File: src/hw/bp_pkg.sv
package bp_pkg;

    // datapath width, pc and targets
    localparam int xlen = 32;

    // gshare pattern table, 1024 two-bit counters
    localparam int pht_idx_w   = 10;
    localparam int pht_entries = 1 << pht_idx_w;

    // global history xors bit for bit with the pc index, so keep it the same length
    localparam int ghr_w = pht_idx_w;

    // direct-mapped btb, 64 entries
    localparam int btb_idx_w   = 6;
    localparam int btb_entries = 1 << btb_idx_w;

    // tag is whatever is left above the index and the two zero bits
    localparam int btb_tag_w = xlen - btb_idx_w - 2;

    // counter reset value, weakly not taken
    localparam logic [1:0] ctr_init = 2'b01;

    // counter end points
    localparam logic [1:0] ctr_max = 2'b11;
    localparam logic [1:0] ctr_min = 2'b00;

    // major opcodes from ir[6:0]
    typedef enum logic [6:0] {
        op_br    = 7'b1100011, // conditional branch
        op_jal   = 7'b1101111, // direct jump
        op_jalr  = 7'b1100111, // indirect jump, target from btb
        op_lui   = 7'b0110111,
        op_auipc = 7'b0010111,
        op_load  = 7'b0000011,
        op_store = 7'b0100011,
        op_imm   = 7'b0010011, // alu with immediate
        op_reg   = 7'b0110011  // alu reg-reg
    } rv32i_opcode_e;

    // lookup from fetch, present every cycle
    typedef struct packed {
        logic [xlen-1:0] pc; // fetch pc
        logic [xlen-1:0] ir; // fetched instruction word
    } fetch_req_t;

    // training from execute, fire and forget
    typedef struct packed {
        logic [xlen-1:0] pc;     // pc of the resolved instruction
        logic [xlen-1:0] target; // resolved jump target
        logic            is_branch; // conditional branch resolved
        logic            is_jump;   // jal or jalr with known target
        logic            taken;     // branch outcome
    } bp_update_t;

endpackage

File: src/hw/btb.sv
`timescale 1ns/1ns

module btb
import bp_pkg::*;
(
    input  logic            clk,
    input  logic            rst_n,
    input  logic [xlen-1:0] lookup_pc,  // fetch pc
    input  bp_update_t      upd,        // resolved jump from execute
    output logic            hit,        // valid entry with matching tag
    output logic [xlen-1:0] target      // stored target, only meaningful on hit
);

    // payload of one entry, valid bit lives apart since it is the only thing reset
    typedef struct packed {
        logic [btb_tag_w-1:0] tag;
        logic [xlen-1:0]      target;
    } btb_entry_t;

    btb_entry_t           entries [btb_entries];
    logic [btb_entries-1:0] valid;

    logic [btb_idx_w-1:0] lookup_idx;
    logic [btb_tag_w-1:0] lookup_tag;
    logic [btb_idx_w-1:0] upd_idx;
    logic [btb_tag_w-1:0] upd_tag;
    btb_entry_t           rd_entry;
    btb_entry_t           wr_entry;

    // word aligned pc split, [7:2] index and [31:8] tag
    assign lookup_idx = lookup_pc[btb_idx_w+1:2];
    assign lookup_tag = lookup_pc[xlen-1:btb_idx_w+2];
    assign upd_idx    = upd.pc[btb_idx_w+1:2];
    assign upd_tag    = upd.pc[xlen-1:btb_idx_w+2];

    // read side
    assign rd_entry = entries[lookup_idx];
    assign hit      = valid[lookup_idx] && (rd_entry.tag == lookup_tag);
    assign target   = rd_entry.target;

    // new entry from execute
    always_comb begin
        wr_entry.tag    = upd_tag;
        wr_entry.target = upd.target;
    end

    // valid bits, cleared on reset
    always_ff @(posedge clk) begin
        if (!rst_n) begin
            valid <= '0;
        end else if (upd.is_jump) begin
            valid[upd_idx] <= 1'b1;
        end
    end

    // tag and target store, no reset needed
    always_ff @(posedge clk) begin
        if (upd.is_jump) begin
            entries[upd_idx] <= wr_entry;  // direct mapped, just overwrite whatever was there
        end
    end

    // an alias at the same index kicks the old jump out, the next lookup of it misses
    // lookups in the update cycle still read the old entry

endmodule

File: config.mk
export PLATFORM = sky130hd
export DESIGN_NAME = btb
export DESIGN_NICKNAME = d
export VERILOG_FILES = /design/src/hw/bp_pkg.sv /design/src/hw/btb.sv
export SDC_FILE = /design/constraint.sdc
export NUM_CORES = 2
export LEC_CHECK = 0
export BUFFER_PORTS_ARGS = -buffer_cell sky130_fd_sc_hd__buf_2
export CORE_MARGIN = 5
export CORE_UTILIZATION = 40
export CTS_CLUSTER_DIAMETER = 50
export DETAILED_ROUTE_END_ITERATION = 10
export PLACE_DENSITY = 0.57
export SLEW_MARGIN = 30
export SYNTH_ARGS = -nofsm -noshare
export SYNTH_HDL_FRONTEND = slang
export SYNTH_SLANG_ARGS = --single-unit
File: constraint.sdc
create_clock -name clk -period 12.75 [get_ports clk]
set_input_delay 0.6375 -clock clk [delete_from_list [all_inputs] [get_ports clk]]
set_output_delay 0.6375 -clock clk [all_outputs]
set_load 0.02 [all_outputs]
After elaboration in Yosys (flattened, before gate mapping)
Memories as Yosys holds them, arrays and structs flattened. Cells that the tools add are included.

Add/subtract/negate cells: 0. $mul: 0. Div/mod/pow operators: 0. Magnitude comparators: 3. Equality and inequality tests: 1. Shift-type cells: 0. Multiplexer cells: 6. Bitwise operators: 1. Reductions and logical operators: 2.

Operators by type and width (count): 64-bit bitwise OR (1); 24-bit == test (1); 6-bit by 7-bit < comparator with 1-bit output (second input constant) (2); 1-bit binary-select mux with 6-bit select (1); 1-bit demux with 6-bit select (1); 6-bit by 1-bit >= comparator with 1-bit output (second input constant) (1); 1-bit 2-to-1 mux (4); 1-bit logical AND (2).

Bits in registers: 64. Latch bits: 0. Memory bits (writable): 3584. Bits in read-only memories: 0. Memories: 1.

Memories: entries (depth 64, bits a word 56, read ports 1, clocked after Yosys merged registers in 0, write ports 1, RTL line btb.sv:20) `btb_entry_t entries [btb_entries];`.

Depth between registers and ports, before layout
Depth after elaboration: 5. Mapped depth: 15. Mapped depth without buffers: 9.

Worst setup path after synthesis
No wires, ideal clock.

Kind: in2reg. Start: input upd[1] (netlist bit). End: memory entries[40][0] (netlist bit), enable pin. Arrival: 4.981 ns. Required time: 12.209 ns. Path slack: 7.228 ns. Cell stages on the path: 3. Path through: nor2b_1 -> nand3_1 -> nor3_1.

Longest elaborated chain between the ends: 2.

Ends and longest elaborated chain: start: declaration (RTL line btb.sv:9) `input bp_update_t upd,`; 1-bit 2-to-1 mux (RTL line btb.sv:58) `if (upd.is_jump) begin`; 1-bit 2-to-1 mux (implied by the code) (RTL line btb.sv:59) `entries[upd_idx] <= wr_entry;`; end: declaration (RTL line btb.sv:20).

No other way between the ends.

Worst setup path in the final report
Start: input lookup_pc[2]. End: output hit.

Longest elaborated chain between the ends: 3. Elaborated cells between the ends (all ways): 5. Classes of those cells: eq/ne: 1; mux: 2; reduce/logical: 1; memory: 1.

Ends and longest elaborated chain: start: declaration (RTL line btb.sv:8) `input logic [xlen-1:0] lookup_pc,`; memory 64 x 56 bit / 1-bit binary-select mux with 6-bit select (equally long branches); 24-bit == test / 1-bit 2-to-1 mux (equally long branches) (RTL line btb.sv:38) `assign hit = valid[lookup_idx] && (rd_entry.tag == lookup_tag);`; 1-bit logical AND * (RTL line btb.sv:38); end: declaration (RTL line btb.sv:10) `output logic hit,`.

Every way passes the cells marked *; elsewhere a longest branch is shown, timed or not. The select of a mux whose other input is x is not followed.

==> summary.md <==
| Metric | Value |
|---|---|
| WL/cell | 35.1 um |
| Vias per cell | 5.95 |
| Critical Path RT | 12110 ps |
| Comb power frac | 0.046 |
| Clock slew at reported path FFs | 60 ps |
| R2R Setup Slk | 12130 ps |
| Final period utilization | 0.534 |
| RD Place Congestion | 0.777 |
| Cells after synthesis | 5921 |
| Post-Syn Nets | 6022 |
| PnR worst setup slack | 5940 ps |
| Design area | 160000 sq um |
| Top-Level Pins | 134 |
| Top-area cell type share of the netlist area | 0.773 |
| Detailed Routing Iterations Pass 1 | 5 |
| Ratio of cells with drive above 1 in the final layout | 0.292 |
| Predominant post-synthesis flop cell | edfxtp_1 |
| Final Util | 0.461 |
| Multi-input gate area | 29100 sq um |
| Seq pwr share | 0.512 |
| Ys async rst share | 0 |
| Number of fill cells | 28.4k |
| Initial Util | 0.402 |
| Post-DP HPWL | 214000 um |
| WS Path Type | input port to output pin |
| Die area | 360000 sq um |
| Cell Area, Placed | 146000 sq um |
| CORE AREA | 346000 sq um |
| Post-synth EDFFs | 3584 |
| Clk root buf | clkbuf_16 |
| Max transition margin | 0.257 |
| CTS Buf Count | 397 |
| Power, Total | 25.9 mW |
| Maximum operating frequency | 147 MHz |
| P_sw | 5.54 mW |
| Post-CTS Hold Fix Bufs | 0 |
| CP Launch Type | input port |
| Largest fanout on the critical path | 91 |
| MaxCap Viol Count | 0 |
| Hold Vio Cnt, Final | 0 |
| Mapped cell area | 139000 sq um |
| Post-synth top cells | edfxtp_1, mux4_2, mux2i_1 |
| Top-count cell post-synth | edfxtp_1 |
| Total Wirelength | 395000 um |
| CP peak stage delay | 840 ps |
| Overall routing resource usage | 0.217 |
| Total number of yosys warnings | 0 |
| Reg area | 109000 sq um |
| Via Count | 67.0k |
| Min-delay worst type | input port to flip-flop |
| I/O Buffers | 127 |
| Setup TNS | 0 ps |
| CP Capture Type | output pin |
| Die Height | 600 um |
| CP arrival | 6170 ps |
| Lkg Pwr | 50.0 nW |
| Die X | 600 um |
| Pre-CTS worst setup slack | 5530 ps |
| Result of the run | finished, final reports clean |
| Synth cell types | 59 |
| CP delay by family, top | buffers and inverters |
| Nets | 6446 |
| Clock power frac | 0.442 |
| Initial antenna violation count | 35 |
| Final Max Slew Viols | 0 |
| Clock sink count | 3648 |
| Via count of the first global-routing pass | 67.5k |
| Pwr dens | 162 nW/um^2 |
| CTS tree | built |
| Crit path time final | 6810 ps |
| Postcts setup bufs | 0 |
| Seq cells post-synth | 3648 |
| Post-Syn Area per Cell | 23.5 sq um |
| Post_cts resized | 0 |
| Layout Skew | 0 ps |
| Switching share of total power | 0.214 |
| Worst-Margin Slew | 1110 ps |
| Maximum number of pins on one net before global-route repair | 142 |
| CTS H-tree lvls | 5 |
| Clock insertion delay at the later pin of the skew report | 950 ps |
| Gr ovfl total | 0 |
| Syn-to-layout area delta | 14.8% |
| Max VDD drop | 0.000120 V |
| Int Pwr | 20.4 mW |
| Seq/Total Area, Yosys | 0.782 |
| Area leader, netlist | edfxtp_1 |
| Placement Rows | 216 |
| DRC viols | 0 |
| Slowest stage cell, crit path | buf_4 |
| Clock Tree Buf Depth | 4 |
| Leading post-synthesis cells by cell area | edfxtp_1, mux4_2, mux2i_1 |
| CP Cell Sequence | buf_12, buf_12, buf_4, buf_4, mux4_2, a22oi_1, nand4_1, nor3_2, xnor2_1, nor2_1, nand4b_4, nor4_2, buf_2 |
| Worst Path Buf+Inv | 5 |
| Routed Antenna Nets | 0 |
| Final setup fails | 0 |
| 1st-iter DRT viols | 8571 |
| First-pass GRT wire length | 545000 um |
| RSZ-0062 raised after global routing | false |
==> metrics by stage <==
stage,std cells,hold WS (ps)
finish,11300,194
global placement,10500,438
global route,11300,193
CTS,11200,188
floorplan,5921,432
detailed placement,10500,446
==> cells by family after synthesis <==
family / share of synthesized area
muxes: 0.173
AOI/OAI and AO/OA: 0.0194
DFF: 0.782
buffers and inverters: 0.0123
and+or+nand+nor: 0.0113
xor gates and xnor gates: 0.00175
==> path summary, 6_finish.rpt <==
path | startpoint | end | cells after the start
max | lookup_pc[2] | hit | 13
min | upd[12] | entries[60][9]$_DFFE_PP_ | 1
max reg2reg | valid[58]$_SDFFE_PN0P_ | valid[58]$_SDFFE_PN0P_ | 1
min reg2reg | valid[29]$_SDFFE_PN0P_ | valid[29]$_SDFFE_PN0P_ | 1
==> layout by cell type, fill, tap and decap left out, types with 31 or more instances in the layout <==
master	count
edfxtp_1	3584
mux4_2	919
clkbuf_16	402
mux2i_1	296
buf_4	227
a22oi_1	123
nand2_1	86
clkbuf_1	78
clkinv_1	74
buf_2	65
o21a_1	64
dfxtp_1	64
nor2_4	62
clkinv_2	60
nand3_1	48
a221oi_1	47
bufinv_16	41
clkinvlp_4	31
==> flip-flops by register name, summed over array words and instances, names as in the netlist <==
name and cells:
valid 64, entries 3584
==> per-layer routing <==
layer	global-route usage	up-vias	routed length, um	part of all wire
met3	0.0363	596	30700	0.078
met1	0.300	36900	158000	0.40
met5	0	-	92	0.00023
li1	-	26400	-	-
met2	0.358	3006	195000	0.49
met4	0.0622	14	11700	0.029
==> power by group through the flow <==
stage               logic, mW  clock network [mW]  registers (mW)
floorplan               0.690                   0            13.5
global placement         1.17                   0            13.5
detailed placement       1.19                   0            13.5
CTS                      1.20                11.6            13.3
global route             1.26                12.1            13.3
finish                   1.19                11.4            13.3
==> cell type report <==
cell class	instances	share of cell area
sequential	3648	0.681
timing repair buffer	343	0.0189
inverter	2	0.0000548
tap	4578	0.0358
clock buffer	481	0.0649
multi-input combinational	1953	0.182
antenna	8	0.000125
clock inverter	251	0.0168
No activity file was read; power rests on OpenSTA's default activity.
