`config.mk`:
```
export PLATFORM = sky130hd
export DESIGN_NAME = gshare_predictor
export DESIGN_NICKNAME = d
export VERILOG_FILES = /design/src/hw/bp_pkg.sv /design/src/hw/gshare_predictor.sv
export SDC_FILE = /design/constraint.sdc
export NUM_CORES = 2
export LEC_CHECK = 0
export BUFFER_PORTS_ARGS = -buffer_cell sky130_fd_sc_hd__buf_2
export CAP_MARGIN = 25
export CELL_PAD_IN_SITES_DETAIL_PLACEMENT = 1
export CELL_PAD_IN_SITES_GLOBAL_PLACEMENT = 2
export CORE_ASPECT_RATIO = 1.25
export CORE_UTILIZATION = 35
export CTS_CLUSTER_SIZE = 14
export DETAILED_ROUTE_END_ITERATION = 7
export PLACE_DENSITY_LB_ADDON = 0.1
export SYNTH_ARGS = -nofsm -noshare
export SYNTH_HDL_FRONTEND = slang
export SYNTH_SLANG_ARGS = --single-unit
```
`constraint.sdc`:
```
create_clock -name clk -period 6.3 [get_ports clk]
set_input_delay 1.26 -clock clk [delete_from_list [all_inputs] [get_ports clk]]
set_output_delay 1.26 -clock clk [all_outputs]
set_load 0.02 [all_outputs]
```
`src/hw/bp_pkg.sv`:
```
package bp_pkg;

    // datapath width, pc and targets
    localparam int xlen = 32;

    // gshare pattern table, 1024 two-bit counters
    localparam int pht_idx_w   = 10;
    localparam int pht_entries = 1 << pht_idx_w;

    // global history xors bit for bit with the pc index, so keep it the same length
    localparam int ghr_w = pht_idx_w;

    // direct-mapped btb, 64 entries
    localparam int btb_idx_w   = 6;
    localparam int btb_entries = 1 << btb_idx_w;

    // tag is whatever is left above the index and the two zero bits
    localparam int btb_tag_w = xlen - btb_idx_w - 2;

    // counter reset value, weakly not taken
    localparam logic [1:0] ctr_init = 2'b01;

    // counter end points
    localparam logic [1:0] ctr_max = 2'b11;
    localparam logic [1:0] ctr_min = 2'b00;

    // major opcodes from ir[6:0]
    typedef enum logic [6:0] {
        op_br    = 7'b1100011, // conditional branch
        op_jal   = 7'b1101111, // direct jump
        op_jalr  = 7'b1100111, // indirect jump, target from btb
        op_lui   = 7'b0110111,
        op_auipc = 7'b0010111,
        op_load  = 7'b0000011,
        op_store = 7'b0100011,
        op_imm   = 7'b0010011, // alu with immediate
        op_reg   = 7'b0110011  // alu reg-reg
    } rv32i_opcode_e;

    // lookup from fetch, present every cycle
    typedef struct packed {
        logic [xlen-1:0] pc; // fetch pc
        logic [xlen-1:0] ir; // fetched instruction word
    } fetch_req_t;

    // training from execute, fire and forget
    typedef struct packed {
        logic [xlen-1:0] pc;     // pc of the resolved instruction
        logic [xlen-1:0] target; // resolved jump target
        logic            is_branch; // conditional branch resolved
        logic            is_jump;   // jal or jalr with known target
        logic            taken;     // branch outcome
    } bp_update_t;

endpackage

```
`src/hw/gshare_predictor.sv`:
```
`timescale 1ns/1ns

module gshare_predictor
import bp_pkg::*;
(
    input  logic            clk,
    input  logic            rst_n,
    input  logic [xlen-1:0] lookup_pc,  // fetch pc
    input  bp_update_t      upd,        // resolved branch from execute
    output logic            pred_taken  // direction guess for lookup_pc
);

    // pattern table of 2-bit saturating counters
    logic [1:0] pht [pht_entries];

    // global history, newest outcome in bit 0
    logic [ghr_w-1:0] ghr;

    logic [pht_idx_w-1:0] lookup_idx;
    logic [pht_idx_w-1:0] upd_idx;
    logic [1:0]           lookup_ctr;
    logic [1:0]           upd_ctr;
    logic [1:0]           upd_ctr_next;

    // pc word bits hashed with history, same hash on both ports
    assign lookup_idx = lookup_pc[pht_idx_w+1:2] ^ ghr;
    assign upd_idx    = upd.pc[pht_idx_w+1:2] ^ ghr;   // history before this update

    assign lookup_ctr = pht[lookup_idx];
    assign pred_taken = lookup_ctr[1];  // msb set means taken

    assign upd_ctr = pht[upd_idx];

    // step toward the outcome, stop at the ends
    always_comb begin
        upd_ctr_next = upd_ctr;
        if (upd.taken) begin
            if (upd_ctr != ctr_max) begin
                upd_ctr_next = upd_ctr + 2'd1;
            end
        end else begin
            if (upd_ctr != ctr_min) begin
                upd_ctr_next = upd_ctr - 2'd1;
            end
        end
    end

    // counters and history move together on a branch update
    always_ff @(posedge clk) begin
        if (!rst_n) begin
            for (int i = 0; i < pht_entries; i++) begin
                pht[i] <= ctr_init;  // everything weakly not taken
            end
            ghr <= '0;
        end else if (upd.is_branch) begin
            pht[upd_idx] <= upd_ctr_next;
            ghr          <= {ghr[ghr_w-2:0], upd.taken}; // shift outcome in at the bottom
        end
    end

    // jumps leave the direction state alone, is_jump is a btb concern

endmodule

```
# --- After elaboration in Yosys (flattened, before gate mapping) ---
# Memories as Yosys holds them, arrays and structs flattened.
# Cells that the tools add are included.
totals:
  mem_bits_rw: 2048
  romBits: 0
  latchBits: 0
  word_cells: 19
  output_inout_bits: 1
  regBits: 10
  mem_count: 1
  in_bits: 101
classes:
  mul: 0
  shifts: 0
  n_addsub: 2
  n_bitwise: 2
  eq_ne: 1
  n_div: 0
  magnitude_cmp: 0
  mux: 10
  reduce_logical: 2
memory_table:
  columns: ["memory", "words", "width", "rd", "rd_ports_with_merged_regs", "wr", "line", "source"]
  rows:
  - ["pht", 1024, 2, 2, 0, 1024, "gshare_predictor.sv:14", "logic [1:0] pht [pht_entries];"]
op_table:
  columns: ["operator", "count"]
  rows:
  - ["$xor A10 B10 Y10", 2]
  - ["$mux W10", 1]
  - ["$mux W2", 4]
  - ["$mux W1", 5]
  - ["$add A2 B1 Y2 const B", 1]
  - ["$ne A2 B2 Y1 const B", 1]
  - ["$reduce_bool A2 Y1", 1]
  - ["$reduce_or A2 Y1", 1]
  - ["$sub A2 B1 Y2 const B", 1]

# --- Longest topological paths before layout ---
# An unclocked memory read counts as a cell.
depth:
  word_depth: 6
  depth_mapped: 21
  ltp_nobuf: 11

# --- Least setup slack after synthesis ---
# No wires, ideal clock.
synth_timing:
  path_type: "input -> output"
  start: "input lookup_pc[2]"
  end: "output pred_taken"
  cell_stages: 10
  path_slack_ps: 561
  required_ps: 5040
  t_arrival_ps: 4479
  n_path_buf: 2
  cell_sequence: "xor2_1 clkbuf_1 buf_1 mux4_2 mux4_2 mux4_2 a22oi_1 nand2_1 o21ai_0 mux2i_1"
synth_via:
  elab_chain_cells: 2
synth_rtl:
  columns: ["item", "line", "source"]
  rows:
  - ["start, declared", "gshare_predictor.sv:8", "input logic [xlen-1:0] lookup_pc,"]
  - ["$xor A10 B10 Y10", "gshare_predictor.sv:26", "assign lookup_idx = lookup_pc[pht_idx_w+1:2] ^ ghr;"]
  - ["$mem_v2 Z1024 W2", null, null]
  - ["end, declared", "gshare_predictor.sv:10", "output logic pred_taken"]
# No other way between the ends.

# --- Worst setup path after layout ---
# Ends and elaborated chain as after synthesis.

==> run summary <==
The count of routing violations after the opening detailed-route iteration is 15.0k. The filler cells instantiated in the layout total 32.2k. For this block, the routed nets add up to around 600 mm of wire. At the end of the flow, the number of nets in the layout was around 9k. The remaining antenna violation count came out at 0.

At the pin with the least slew margin, the transition time is 1.50 ns. The count of port buffers added during placement is 24. Along the worst path, the maximum fanout reaches 12. No sink is reached through more buffers than the 4 on the longest clock path. The switching portion of total power came out at 30.2%. Across all setup checks in the final design, the least slack found is -0.111 ns. The number of hold-slack violations in the final timing report came to 0. The data required time at the worst endpoint came out at 5.04 ns.

In this run the power density over the cells is roughly 280 mW/mm2. The final route contains 92.8k vias. Across the VDD grid, the largest voltage drop is ~0.00026 V. The logic depth of the worst register-to-register path is 19.

The initial cell density of the core came out at 35.2%. The max-slew violation count came out at 0. The post-synthesis register bit count came out at about 2.1k. The number of placed cells counting well taps is about 13k. Of the cells placed in the final design, the portion with a size suffix greater than 1 is roughly a quarter.

The number of sinks handled by clock tree synthesis came out at slightly above 2k. Walking the worst path, the cells encountered are buf_2 -> xor2_4 -> buf_12 -> buf_12 -> buf_16 -> mux4_2 -> mux4_2 -> mux4_2 -> a22oi_2 -> buf_4 -> nand2_1 -> o21ai_2 -> buf_4 -> mux2i_1 -> buf_4 -> buf_4. Clock-pin slew was measured on the worst setup and hold paths at 0.07 ns. The analysis attributes to net switching a power of 10.9 mW. The clock network fraction of design power is around two fifths. The period utilization is 102%. The max capacitance violation total is 0. The via count of the first global-routing pass is 90.3k. Across every metal layer, demand over resource in global routing totals 38.3%. The analysis attributes to cell leakage a power of 38.9 nW.

The tightest min-delay check is of the register to register type. The instance area at placement came out at 0.120 mm2. The area added between synthesis and finish came out at 17.0%.

The final routed DRC violation total came out at 0. The total congestion overflow after global routing is 0. The headroom to the max-slew limit came out at 0.0815%. Cell internal power was estimated by the tool at 25.2 mW. The final reports fail on negative setup slack. The end point of the critical path is pred_taken. In this run, synthesis inferred slightly above 2k flip-flops with an integrated enable. The portion of the post-synthesis area used by sequential elements came out at between 50% and 60%. After floorplanning, the core was divided into approximately 230 placement rows.

The global-route wire length before repair came out at 818 mm. The cell that appears most often on the critical path is sky130_fd_sc_hd__buf_4. The worst setup skew after layout came out at between 0.07 and 0.08 ns. For this run, asynchronously set or reset flops after synthesis account for 0%. After routing, the total negative slack on setup checks comes to -0.111 ns. The number of clock buffers inserted by TritonCTS is 239. Detailed placement finished with a half-perimeter wire length of 397 mm.

The sequential group share of total power is 42.7%. With fillers left out, the area of the finished cells amounts to 0.129 mm2. The startpoint identified for the worst register-to-register timing path is ghr[3].

The largest net degree at the start of global routing is 235. The count of cell types in the netlist came out at 65. TritonCTS built the clock tree. The depth of the CTS H-tree is 4. The worst setup path is launched from an input port. Setup slack on the worst reg-to-reg path comes out at 0.38 ns. The region available for standard cell placement spans ~0.31 mm2.

Derived from the worst setup path, the maximum achievable clock frequency is 156 MHz. The post-route non-filler standard cell count came out at 13.5k. The count of synthesis-stage warnings from yosys is 0. The total of hold buffers inserted after clock tree synthesis came out at 0. The clock latency at the later pin of the worst-skew pair is between 0.9 and 1 ns.

The congestion estimate from routability-driven global placement came to ~0.93. Across the whole layout, storage elements account for 0.0617 mm2. The critical path starts at lookup_pc[2]. The per-instance average area after synthesis came out at 12.1 um2. The net count of the mapped netlist came out at slightly above 9k.

The post-detailed-route via-to-cell ratio is 6.88. The instance count of the mapped netlist came out at 9099. The initial antenna violation count is 76. The most used flip-flop cell after synthesis is sky130_fd_sc_hd__edfxtp_1.

The type of destination of the critical path is an output pin. The floorplan step defined a die boundary enclosing 0.316 mm2. The capture point of the worst reg-to-reg path is pht[963][1]. The iteration count of the initial detailed-routing pass came out at 8. For the finished layout, the period the worst path requires is 6.41 ns. The routed wire length per instance came out at 45.7 um. The height of the chip is 629 um. The area of the multi-input gates is 0.0432 mm2. The critical path in this run is classified as input port to output pin.

In this design, the stage delay of the slowest critical-path cell is 0.62 ns. Setup repair after global routing could not meet its margin everywhere. The run finished, with violations left. The combinational fraction of design power came out at 18.9%.

The slowest stage of the critical path is the sky130_fd_sc_hd__mux4_2 cell. The number of setup violations in the final report is 1. The tree is rooted in a sky130_fd_sc_hd__clkbuf_16. In this run the count of I/O pins placed on the die edge is 102. After synthesis the cells add up to about 0.11 mm2.

The width of the die is 503 um. Data on the critical path arrives at its endpoint at 5.15 ns.
-- worst max-delay path, delay by kind of cell --
kind / cells / cell delay, ns
multiplexers: 4 / 1.86
buffers and inverters: 8 / 1.33
AO/OA/AOI/OAI: 2 / 0.34
XOR/XNOR: 1 / 0.17
AND/OR/NAND/NOR: 1 / 0.08
-- state kept, by name, indices dropped and copies added (netlist names) --
signal	flops
pht	2048
ghr	10
-- cells in the final DEF, fill, tap and decap left out, types with 241 or more instances in the layout --
master	netlist	final
sky130_fd_sc_hd__mux4_2	461	461
sky130_fd_sc_hd__o21ai_0	1008	1007
sky130_fd_sc_hd__nand2_1	589	524
sky130_fd_sc_hd__mux2i_1	604	604
sky130_fd_sc_hd__nand3_1	1062	1047
sky130_fd_sc_hd__buf_4	80	686
sky130_fd_sc_hd__clkbuf_16	0	241
sky130_fd_sc_hd__nor3_2	300	315
sky130_fd_sc_hd__edfxtp_1	2048	2048
sky130_fd_sc_hd__o22ai_1	249	249
sky130_fd_sc_hd__buf_12	0	258
sky130_fd_sc_hd__nor3_1	705	690
-- logic make-up (layout without fill, tap and decap cells) --
kind of cell | count (synthesis) | in the layout | share of synthesized area, %
xor+xnor | 32 | 32 | 0.296
mux | 1065 | 1065 | 14.9
fa+ha+maj | 2 | 2 | 0.0205
compound gates | 1716 | 1716 | 8.79
buf+inv | 1234 | 1420 | 5.65
simple gates | 2992 | 2992 | 14.2
other cells | 0 | 38 | 0
flops | 2058 | 2058 | 56.1
-- Yosys cell counts, drive strengths merged, types with 30 or more instances --
master / count / share of area, %
a21oi: 207 / 0.94
a22oi: 66 / 0.45
clkbuf: 776 / 2.6
mux2i: 604 / 5.5
edfxtp: 2048 / 56
nand3: 1063 / 4.8
nand2: 590 / 2.0
o22ai: 249 / 1.4
o21ai: 1019 / 4.6
nor3: 1005 / 5.9
nor2: 222 / 0.76
buf: 457 / 3.0
nor4: 40 / 0.23
o221ai: 30 / 0.24
mux4: 461 / 9.4
-- power groups by stage --
stage	clock [mW]	sequential, mW	combinational, mW
floorplan	0	15.6	3.56
global placement	0	15.7	6.51
detailed placement	0	15.7	6.56
CTS	13.9	15.4	6.66
global route	14.4	15.4	6.92
finish	13.9	15.4	6.85
-- per-stage QoR --
step	power (mW)	util, %	hold slack, ns	worst slack (ns)
3_5_place_dp	22.3	38.6	0.616	-0.600
6_report	36.2	41.2	0.633	-0.111
5_1_grt	36.7	41.2	0.636	-0.0624
3_3_place_gp	22.2	38.6	0.577	-0.613
2_1_floorplan	19.2	-	0.553	0.561
4_1_cts	36.0	41.1	0.626	0.000941
-- worst min-delay path by stage --
stage	startpoint	end	slack, ns	cells past startpoint
floorplan	ghr[9]	ghr[9]	0.55	2
global placement	ghr[9]	ghr[9]	0.58	2
detailed placement	ghr[8]	ghr[8]	0.62	2
CTS	ghr[8]	ghr[8]	0.63	2
global route	ghr[9]	ghr[9]	0.64	2
finish	ghr[8]	ghr[8]	0.63	2
-- routing by layer --
layer | up-vias | wire length, um | part of all wire (%) | global-route usage, %
met1 | 49220 | 231000 | 37 | 50.0
met3 | 1593 | 66300 | 11 | 7.84
li1 | 35295 | - | - | -
met5 | - | 243 | 0.039 | 0
met4 | 36 | 46700 | 7.6 | 25.6
met2 | 6621 | 272000 | 44 | 57.1
-- what timing repair did --
| action | in CTS | in global routing |
|---|---|---|
| setup buffers | 20 | 5 |
| resized for setup | 26 | 8 |
| gates cloned | 4 | 1 |
| pin swaps | 2 | 2 |
| endpoints found under the setup margin | 1 | 219 |
-- final cells by class --
type | instances | area share [%]
repair buffers | 997 | 8.60
well taps | 4158 | 4.04
clock inverters | 137 | 0.911
multi-input cells | 5807 | 33.6
inverters | 1 | 0.00292
diodes | 38 | 0.0739
clock buffers | 285 | 4.80
flip-flops and latches | 2058 | 48.0
Power figures use the tool's default switching activity.
