===== src/hw/bp_pkg.sv =====
package bp_pkg;

    // datapath width, pc and targets
    localparam int xlen = 32;

    // gshare pattern table, 1024 two-bit counters
    localparam int pht_idx_w   = 10;
    localparam int pht_entries = 1 << pht_idx_w;

    // global history xors bit for bit with the pc index, so keep it the same length
    localparam int ghr_w = pht_idx_w;

    // direct-mapped btb, 64 entries
    localparam int btb_idx_w   = 6;
    localparam int btb_entries = 1 << btb_idx_w;

    // tag is whatever is left above the index and the two zero bits
    localparam int btb_tag_w = xlen - btb_idx_w - 2;

    // counter reset value, weakly not taken
    localparam logic [1:0] ctr_init = 2'b01;

    // counter end points
    localparam logic [1:0] ctr_max = 2'b11;
    localparam logic [1:0] ctr_min = 2'b00;

    // major opcodes from ir[6:0]
    typedef enum logic [6:0] {
        op_br    = 7'b1100011, // conditional branch
        op_jal   = 7'b1101111, // direct jump
        op_jalr  = 7'b1100111, // indirect jump, target from btb
        op_lui   = 7'b0110111,
        op_auipc = 7'b0010111,
        op_load  = 7'b0000011,
        op_store = 7'b0100011,
        op_imm   = 7'b0010011, // alu with immediate
        op_reg   = 7'b0110011  // alu reg-reg
    } rv32i_opcode_e;

    // lookup from fetch, present every cycle
    typedef struct packed {
        logic [xlen-1:0] pc; // fetch pc
        logic [xlen-1:0] ir; // fetched instruction word
    } fetch_req_t;

    // training from execute, fire and forget
    typedef struct packed {
        logic [xlen-1:0] pc;     // pc of the resolved instruction
        logic [xlen-1:0] target; // resolved jump target
        logic            is_branch; // conditional branch resolved
        logic            is_jump;   // jal or jalr with known target
        logic            taken;     // branch outcome
    } bp_update_t;

endpackage


===== src/hw/next_pc_select.sv =====
`timescale 1ns/1ns

module next_pc_select
import bp_pkg::*;
(
    input  fetch_req_t      req,         // fetch pc and instruction
    input  logic            pred_taken,  // gshare direction
    input  logic            btb_hit,     // btb has a target for this pc
    input  logic [xlen-1:0] btb_target,  // jalr target from btb
    output logic [xlen-1:0] next_pc      // pc to fetch next
);

    rv32i_opcode_e   opcode;
    logic [xlen-1:0] b_imm;
    logic [xlen-1:0] j_imm;
    logic [xlen-1:0] pc_plus4;
    logic [xlen-1:0] br_target;
    logic [xlen-1:0] jal_target;

    // decode straight from the instruction word
    assign opcode = rv32i_opcode_e'(req.ir[6:0]);

    // b-type, 13 bit offset with implied zero lsb
    assign b_imm = {{20{req.ir[31]}}, req.ir[7], req.ir[30:25], req.ir[11:8], 1'b0};

    // j-type, 21 bit offset with implied zero lsb
    assign j_imm = {{12{req.ir[31]}}, req.ir[19:12], req.ir[20], req.ir[30:21], 1'b0};

    assign pc_plus4   = req.pc + 32'd4;      // fall through
    assign br_target  = req.pc + b_imm;      // taken branch
    assign jal_target = req.pc + j_imm;      // always taken

    // pick the next fetch pc
    always_comb begin
        case (opcode)
            op_br: begin
                if (pred_taken) begin
                    next_pc = br_target;
                end else begin
                    next_pc = pc_plus4;
                end
            end
            op_jal: begin
                next_pc = jal_target;  // no training needed, target is in the word
            end
            op_jalr: begin
                // register target unknown at fetch, trust the btb only on a hit
                if (btb_hit) begin
                    next_pc = btb_target;
                end else begin
                    next_pc = pc_plus4;
                end
            end
            default: begin
                next_pc = pc_plus4;  // lui, auipc, loads, stores, alu and anything unknown
            end
        endcase
    end

endmodule


===== config.mk =====
export PLATFORM = sky130hd
export DESIGN_NAME = next_pc_select
export DESIGN_NICKNAME = d
export VERILOG_FILES = /design/src/hw/bp_pkg.sv /design/src/hw/next_pc_select.sv
export SDC_FILE = /design/constraint.sdc
export NUM_CORES = 1
export LEC_CHECK = 0
export BUFFER_PORTS_ARGS = -buffer_cell sky130_fd_sc_hd__buf_2
export CORE_UTILIZATION = 55
export DETAILED_ROUTE_END_ITERATION = 6
export MAX_ROUTING_LAYER = met4
export PLACE_DENSITY_LB_ADDON = 0.12
export SYNTH_ARGS = -nofsm -noshare
export SYNTH_HDL_FRONTEND = slang
export SYNTH_SLANG_ARGS = --single-unit

===== constraint.sdc =====
create_clock -name vclk -period 3.4
set_input_delay 0.17 -clock vclk [all_inputs]
set_output_delay 0.17 -clock vclk [all_outputs]
set_load 0.05 [all_outputs]

# == Yosys cells after proc, flatten, opt, wreduce, memory -nomap -nowiden ==
# Index checks and enable logic that the tools add are counted.
# classes
n_addsub,3
eq_ne,3
muxes,3
# op_table
operator,count
one-hot mux 32 bit (3 select lines),1
adder 32 bit,2
2-to-1 mux 32 bit,2
"adder 32 x 3 -> 32 bit, second input constant",1
"== test 7 bit, second input constant",3
# word_totals
regBits,0
in_bits,98
output_inout_bits,32

# == Logic depth before layout (Yosys ltp) ==
# Gate-level depths: netlist (run 1).
# depth
ltp_word,3
mapped_depth,11
depth_no_buf,11

# == Least setup slack after synthesis (run 1) ==
# Ideal clock, no wire load.
# synth_path
path_kind,input to output
startpoint,input port req[8] (netlist bit)
endpoint,output port next_pc[29]
arrival_time_ns,2.934
required_ns,3.230
slack_ns,0.296
stages,11
n_path_buf,0
cell_sequence,ha_1 -> inv_1 -> fa_1 -> nand2b_1 -> a21oi_1 -> o211ai_1 -> nand2_1 -> a21oi_1 -> o21ai_0 -> a221oi_1 -> o21ai_0
# synth_via
elab_chain_cells,3
# synth_lines
item,line_no,rtl
"start, declared",next_pc_select.sv:6,"input fetch_req_t req,"
adder 32 bit,next_pc_select.sv:30,assign br_target = req.pc + b_imm;
2-to-1 mux 32 bit,next_pc_select.sv:37,if (pred_taken) begin
one-hot mux 32 bit (3 select lines),next_pc_select.sv:35,case (opcode)
"end, declared",next_pc_select.sv:10,output logic [xlen-1:0] next_pc
# No other way between the ends.

# == Final worst setup path (run 1) ==
# layout_path
startpoint,input port req[31] (netlist bit)
endpoint,output port next_pc[23]
# layout_via
elab_chain_cells,3
word_cells_on_any_way,4
classes_between,2 x add/sub; 2 x mux
# layout_lines
item,line_no
adder 32 bit,next_pc_select.sv:30
2-to-1 mux 32 bit,next_pc_select.sv:37
one-hot mux 32 bit (3 select lines) (*),next_pc_select.sv:35
# Every way passes the cells marked *; elsewhere a longest branch is shown, timed or not.

==> results of run 1 <==
==> cell usage after synthesis (3+ instances only) <==
master      n
nor2b_1     4
xor2_1     20
a21oi_2     3
o21ai_1    13
nand2_1    62
a211oi_1    7
xnor2_1    27
a22oi_1    14
o22ai_1     9
nand2b_1   11
a21oi_1    48
a221o_1    10
a222oi_1    6
inv_1      18
o41ai_1     3
nor3b_1     3
a21o_1     15
o211ai_1    7
o21a_1      6
a211o_1     5
a221oi_1    8
nand4_1    15
and4_1      4
ha_1       44
nand3_1    24
buf_2       3
o21bai_1    5
or3_1       4
clkbuf_1   19
and2_1      8
a31oi_1    12
o31ai_1     4
nor4_1      3
o221ai_1    4
o2111ai_1   3
mux2i_1     9
o221a_2     4
o21ai_0    37
nor3_1     10
nor2_1     48
and3_1      8
==> through the flow <==
step	std cells	area [um^2]	power, mW	hold slack [ns]	util [%]
finish	835	4940	0.858	0.779	68.5
global route	835	4940	0.922	0.797	68.5
CTS	835	4940	0.838	0.779	68.5
detailed placement	835	4940	0.833	0.775	68.5
global placement	835	4940	0.823	0.768	68.5
floorplan	608	4100	0.595	0.636	-
==> cells by family after synthesis <==
group	Yosys count
compound gates	243
xor+xnor	47
fa+ha+maj	46
buf+inv	44
mux	12
simple gates	216
==> worst max path at each step <==
stage,slack [ns],to,from
floorplan,0.30,next_pc[29],req[8]
global placement,0.31,next_pc[23],req[31]
detailed placement,0.26,next_pc[23],req[31]
CTS,0.25,next_pc[23],req[31]
global route,0.02,next_pc[30],req[39]
finish,0.20,next_pc[23],req[31]
==> metal layers <==
metal  GRT usage, %  part of all wire, %
met3           2.61                  9.8
met4           11.7                  3.5
met5              -                    0
met2           62.6                   44
met1           52.1                   42
==> tightest hold or removal path: stages <==
cell and delay (ns):
buf_2 0.08, a21oi_1 0.05, o21ai_0 0.06, buf_2 0.26
==> area by class of cell <==
cell class / instances / area [um^2]
repair buffers: 154 / 831
well taps: 99 / 124
multi-input cells: 564 / 3920
inverters: 18 / 67.6
fillers: 671 / 2280
==> power by group <==
group,switching [mW],internal [mW]
Combinational,0.543,0.315
Sequential,0,0
Clock,0,0
==> reports/results.ini, run 1 <==
[floorplan]
num_rows=31
die-width_um=88.3
die_h_um=88.3
ios=130
die-area_um2=7800
core_um2=7210
start_util_pct=56.8

[cells_and_area]
layout_commonest_cell=buf_2
n_clock_buffer=0
areaGrowthSynthToFinish_pct=20.5
design.seq.count=0
drive_gt1_share_pct=24.7
fin_nets=882
seqCellArea_um2=0
insertedDiodeCount=0
final_cell_mix=buf_2, nand2_1, a21oi_1, nor2_1, ha_1

[critical_path]
cp-end-kind=primary output
critical-path-top-delay-family=compound AO/OA/AOI/OAI gates
slowest_delay_ns=0.44
worst-path-stages=11
worstPathRequired_ns=3.23
worst_setup_path_start_kind=primary input
crit_buf_inv=2
crit_chain=buf_2, ha_1, a21oi_2, o21ai_1, a211o_1, and2_4, a2111oi_4, nor2_1, a221o_1, a221o_1, buf_2
crit_fanout=10
path_class=in2out
critPathArrivalTime_ns=3.03
worst_path_max_delay_cell=ha_1

[min_path]
min_to=next_pc[2]
hold_start=btb_target[2]
min_delay_path_depth=4
hold_path.class=in2out

[grt]
antenna_found_initial=0
grt_pass1_wl_um=23600
grt_pass1_vias=4919
overflow=0
grt_max_degree=20
grt_usage_pct=38.9

[power_and_ir_drop]
power_density_nw_per_um2=174
power.leakage_nw=2.21
vdd_drop_max_uv=104

[detailed_routing]
drtIter0Drc=491
routedWlPerCell_um=18.6
drt-vias-per-instance=6.69
wl_um=15500
first_pass_iters=7
ant_nets=0
vias=5584
drcViolationCount=4

[synth]
synth_top_family_by_area=compound AO/OA/AOI/OAI gates
yosys.area_share.simple_pct=26.1
synth_xor_area_share_pct=10.0
yosysWarnings=0
yosysSeqAreaShare_pct=0
synth_mux_area_share_pct=3.02
syn_area_um2=4100
synthTopCellsByArea=ha_1, a21oi_1, xnor2_1
yosys.area.top_type=ha_1
synth_compound_area_share_pct=41.8
synth_cells=608
ys_types=75
synth_top_area_share_pct=13.4
synth.avg_cell_area_um2=6.74
synth_nets=752
yosys.area_share.adder_pct=14.4

[status]
violations=design-rule violations
outcome=finished with violations

[timing]
final_max_slew_viol_count=0
post-route-period-util_pct=94.1
slew_headroom_pct=45.6
fmax_mhz=312
min_period_ns=3.20
setup_ws_ns=0.200
rsz0062_at_grt=no
setup_viol=0
finalHoldViolCount=0
tightest_slew_ns=0.815
tns_ns=0

[placed_design]
port_buffers=130
hpwl_um=12500
gp_congestion=1.02
place_ws_ns=0.265

[clock_tree]
cts-resized-gates=0
cts_hold_buf=0
postCtsSetupBuffers=0

[flow_run]
maxCapViolations=0

Power figures use the tool's default switching activity.
==> run 2: changes to the inputs <==
--- a/config.mk
+++ b/config.mk
@@ -6,9 +6,9 @@
 export NUM_CORES = 1
 export LEC_CHECK = 0
 export BUFFER_PORTS_ARGS = -buffer_cell sky130_fd_sc_hd__buf_2
+export CORE_MARGIN = 4
 export CORE_UTILIZATION = 55
 export DETAILED_ROUTE_END_ITERATION = 6
-export MAX_ROUTING_LAYER = met4
 export PLACE_DENSITY_LB_ADDON = 0.12
 export SYNTH_ARGS = -nofsm -noshare
 export SYNTH_HDL_FRONTEND = slang
==> constraint.sdc (replaced) <==
create_clock -name vclk -period 3.4
set_input_delay 0.17 -clock vclk [all_inputs]
set_output_delay 0.17 -clock vclk [all_outputs]
set_load 0.005 [all_outputs]
==> run 2 against run 1 <==
The run now ends clean. Power fell by 12%. Sequential share of layout area did not move. Die area rose by 14%. First-iteration DRC count fell by 0.20%. Count of clock-buffer cells in the layout did not move. Maximum frequency rose by 4.6%. Critical path type unchanged.
==> reports/results.ini, run 2 (same netlist as run 1, synthesis figures left out) <==
[timing]
rsz0062_at_grt=no
final_max_slew_viol_count=0
setup_viol=0
post-route-period-util_pct=90.0
fmax_mhz=327
finalHoldViolCount=0
min_period_ns=3.06
holdWs_ns=0.630
tightest_slew_ns=0.830
slew_headroom_pct=44.7
tns_ns=0

[grt]
grt_pass1_vias=5201
grt_max_degree=24
antenna_found_initial=0
grt_usage_pct=34.2
overflow=0
grt_pass1_wl_um=25000

[clock_tree]
cts-resized-gates=0
cts_hold_buf=0
postCtsSetupBuffers=0

[status]
outcome=finished clean

[floorplan]
die-area_um2=8900
die_h_um=94.3
start_util_pct=56.5
num_rows=31
ios=130
core_um2=7250
die-width_um=94.3

[critical_path]
crit_fanout=10
worstPathRequired_ns=3.23
path_class=in2out
worst_setup_path_start_kind=primary input
critPathArrivalTime_ns=2.89
cp-end-kind=primary output

[detailed_routing]
wl_um=16100
first_pass_iters=5
drtIter0Drc=490
routedWlPerCell_um=19.4
ant_nets=0
drcViolationCount=0
vias=5577
drt-vias-per-instance=6.73

[min_path]
min_to=next_pc[3]
hold_path.class=in2out
hold_start=btb_target[3]
min_delay_path_depth=4

[cells_and_area]
stdcell_area_um2=4910
insertedDiodeCount=0
design.seq.count=0
final_cell_mix=buf_2, nand2_1, a21oi_1, nor2_1, ha_1
layout_commonest_cell=buf_2
seqCellArea_um2=0
n_clock_buffer=0
areaGrowthSynthToFinish_pct=19.7
fillers=709
fin_nets=876
drive_gt1_share_pct=24.1
post-route-util_pct=67.6

[placed_design]
hpwl_um=12900
placed_area_um2=4910
gp_congestion=1.01
port_buffers=130

[power_and_ir_drop]
switching_share_pct=58.5
cell_internal_pwr_uw=314
power.leakage_nw=2.18
clockPowerShare_pct=0
vdd_drop_max_uv=90.4
seq_power_share_pct=0
power_frac_comb_pct=100.0
power_density_nw_per_um2=154
power.switching_uw=442

[flow_run]
maxCapViolations=0

-- run 2: area by class of cell --
class	instances	area [um^2]	area share, %
multi-input combinational	564	3920	79.8
tap	99	124	2.52
timing repair buffer	148	798	16.3
inverter	18	67.6	1.38
-- run 2: power groups by stage --
stage | clock network (mW) | logic (mW) | registers, mW
floorplan | 0 | 0.489 | 0
global placement | 0 | 0.717 | 0
detailed placement | 0 | 0.728 | 0
CTS | 0 | 0.734 | 0
global route | 0 | 0.818 | 0
finish | 0 | 0.756 | 0
-- run 2: critical path, cell delays in order --
cell and delay [ns]:
buf_2 0.19, ha_1 0.44, a21oi_2 0.21, o21ai_1 0.08
a211o_1 0.34, and2_4 0.19, a2111oi_4 0.38, nor2_1 0.15
a221o_1 0.31, a221o_1 0.31, buf_2 0.12
-- run 2: per-stage QoR --
stage               setup slack [ns]  total power, mW  std cells
floorplan                      0.860            0.489        608
global route                   0.217            0.818        829
global placement               0.394            0.717        829
CTS                            0.376            0.734        829
finish                         0.341            0.756        829
detailed placement             0.381            0.728        829
-- run 2: worst max-delay path by stage --
stage / depth (start not counted) / to / startpoint
floorplan: 11 / next_pc[23] / req[21]
global placement: 11 / next_pc[23] / req[31]
detailed placement: 11 / next_pc[23] / req[31]
CTS: 11 / next_pc[23] / req[31]
global route: 13 / next_pc[23] / req[33]
finish: 11 / next_pc[23] / req[31]
-- run 2: routing by layer --
layer  track usage, %  up-vias  part of all wire [%]  routed length [um]
li1                 -     2611                     -                   -
met2             58.5      350                    46                7370
met5                0        -                     0                   0
met3             4.06       46                   9.9                1590
met4             11.3        0                   3.2                 517
met1             44.3     2570                    41                6630
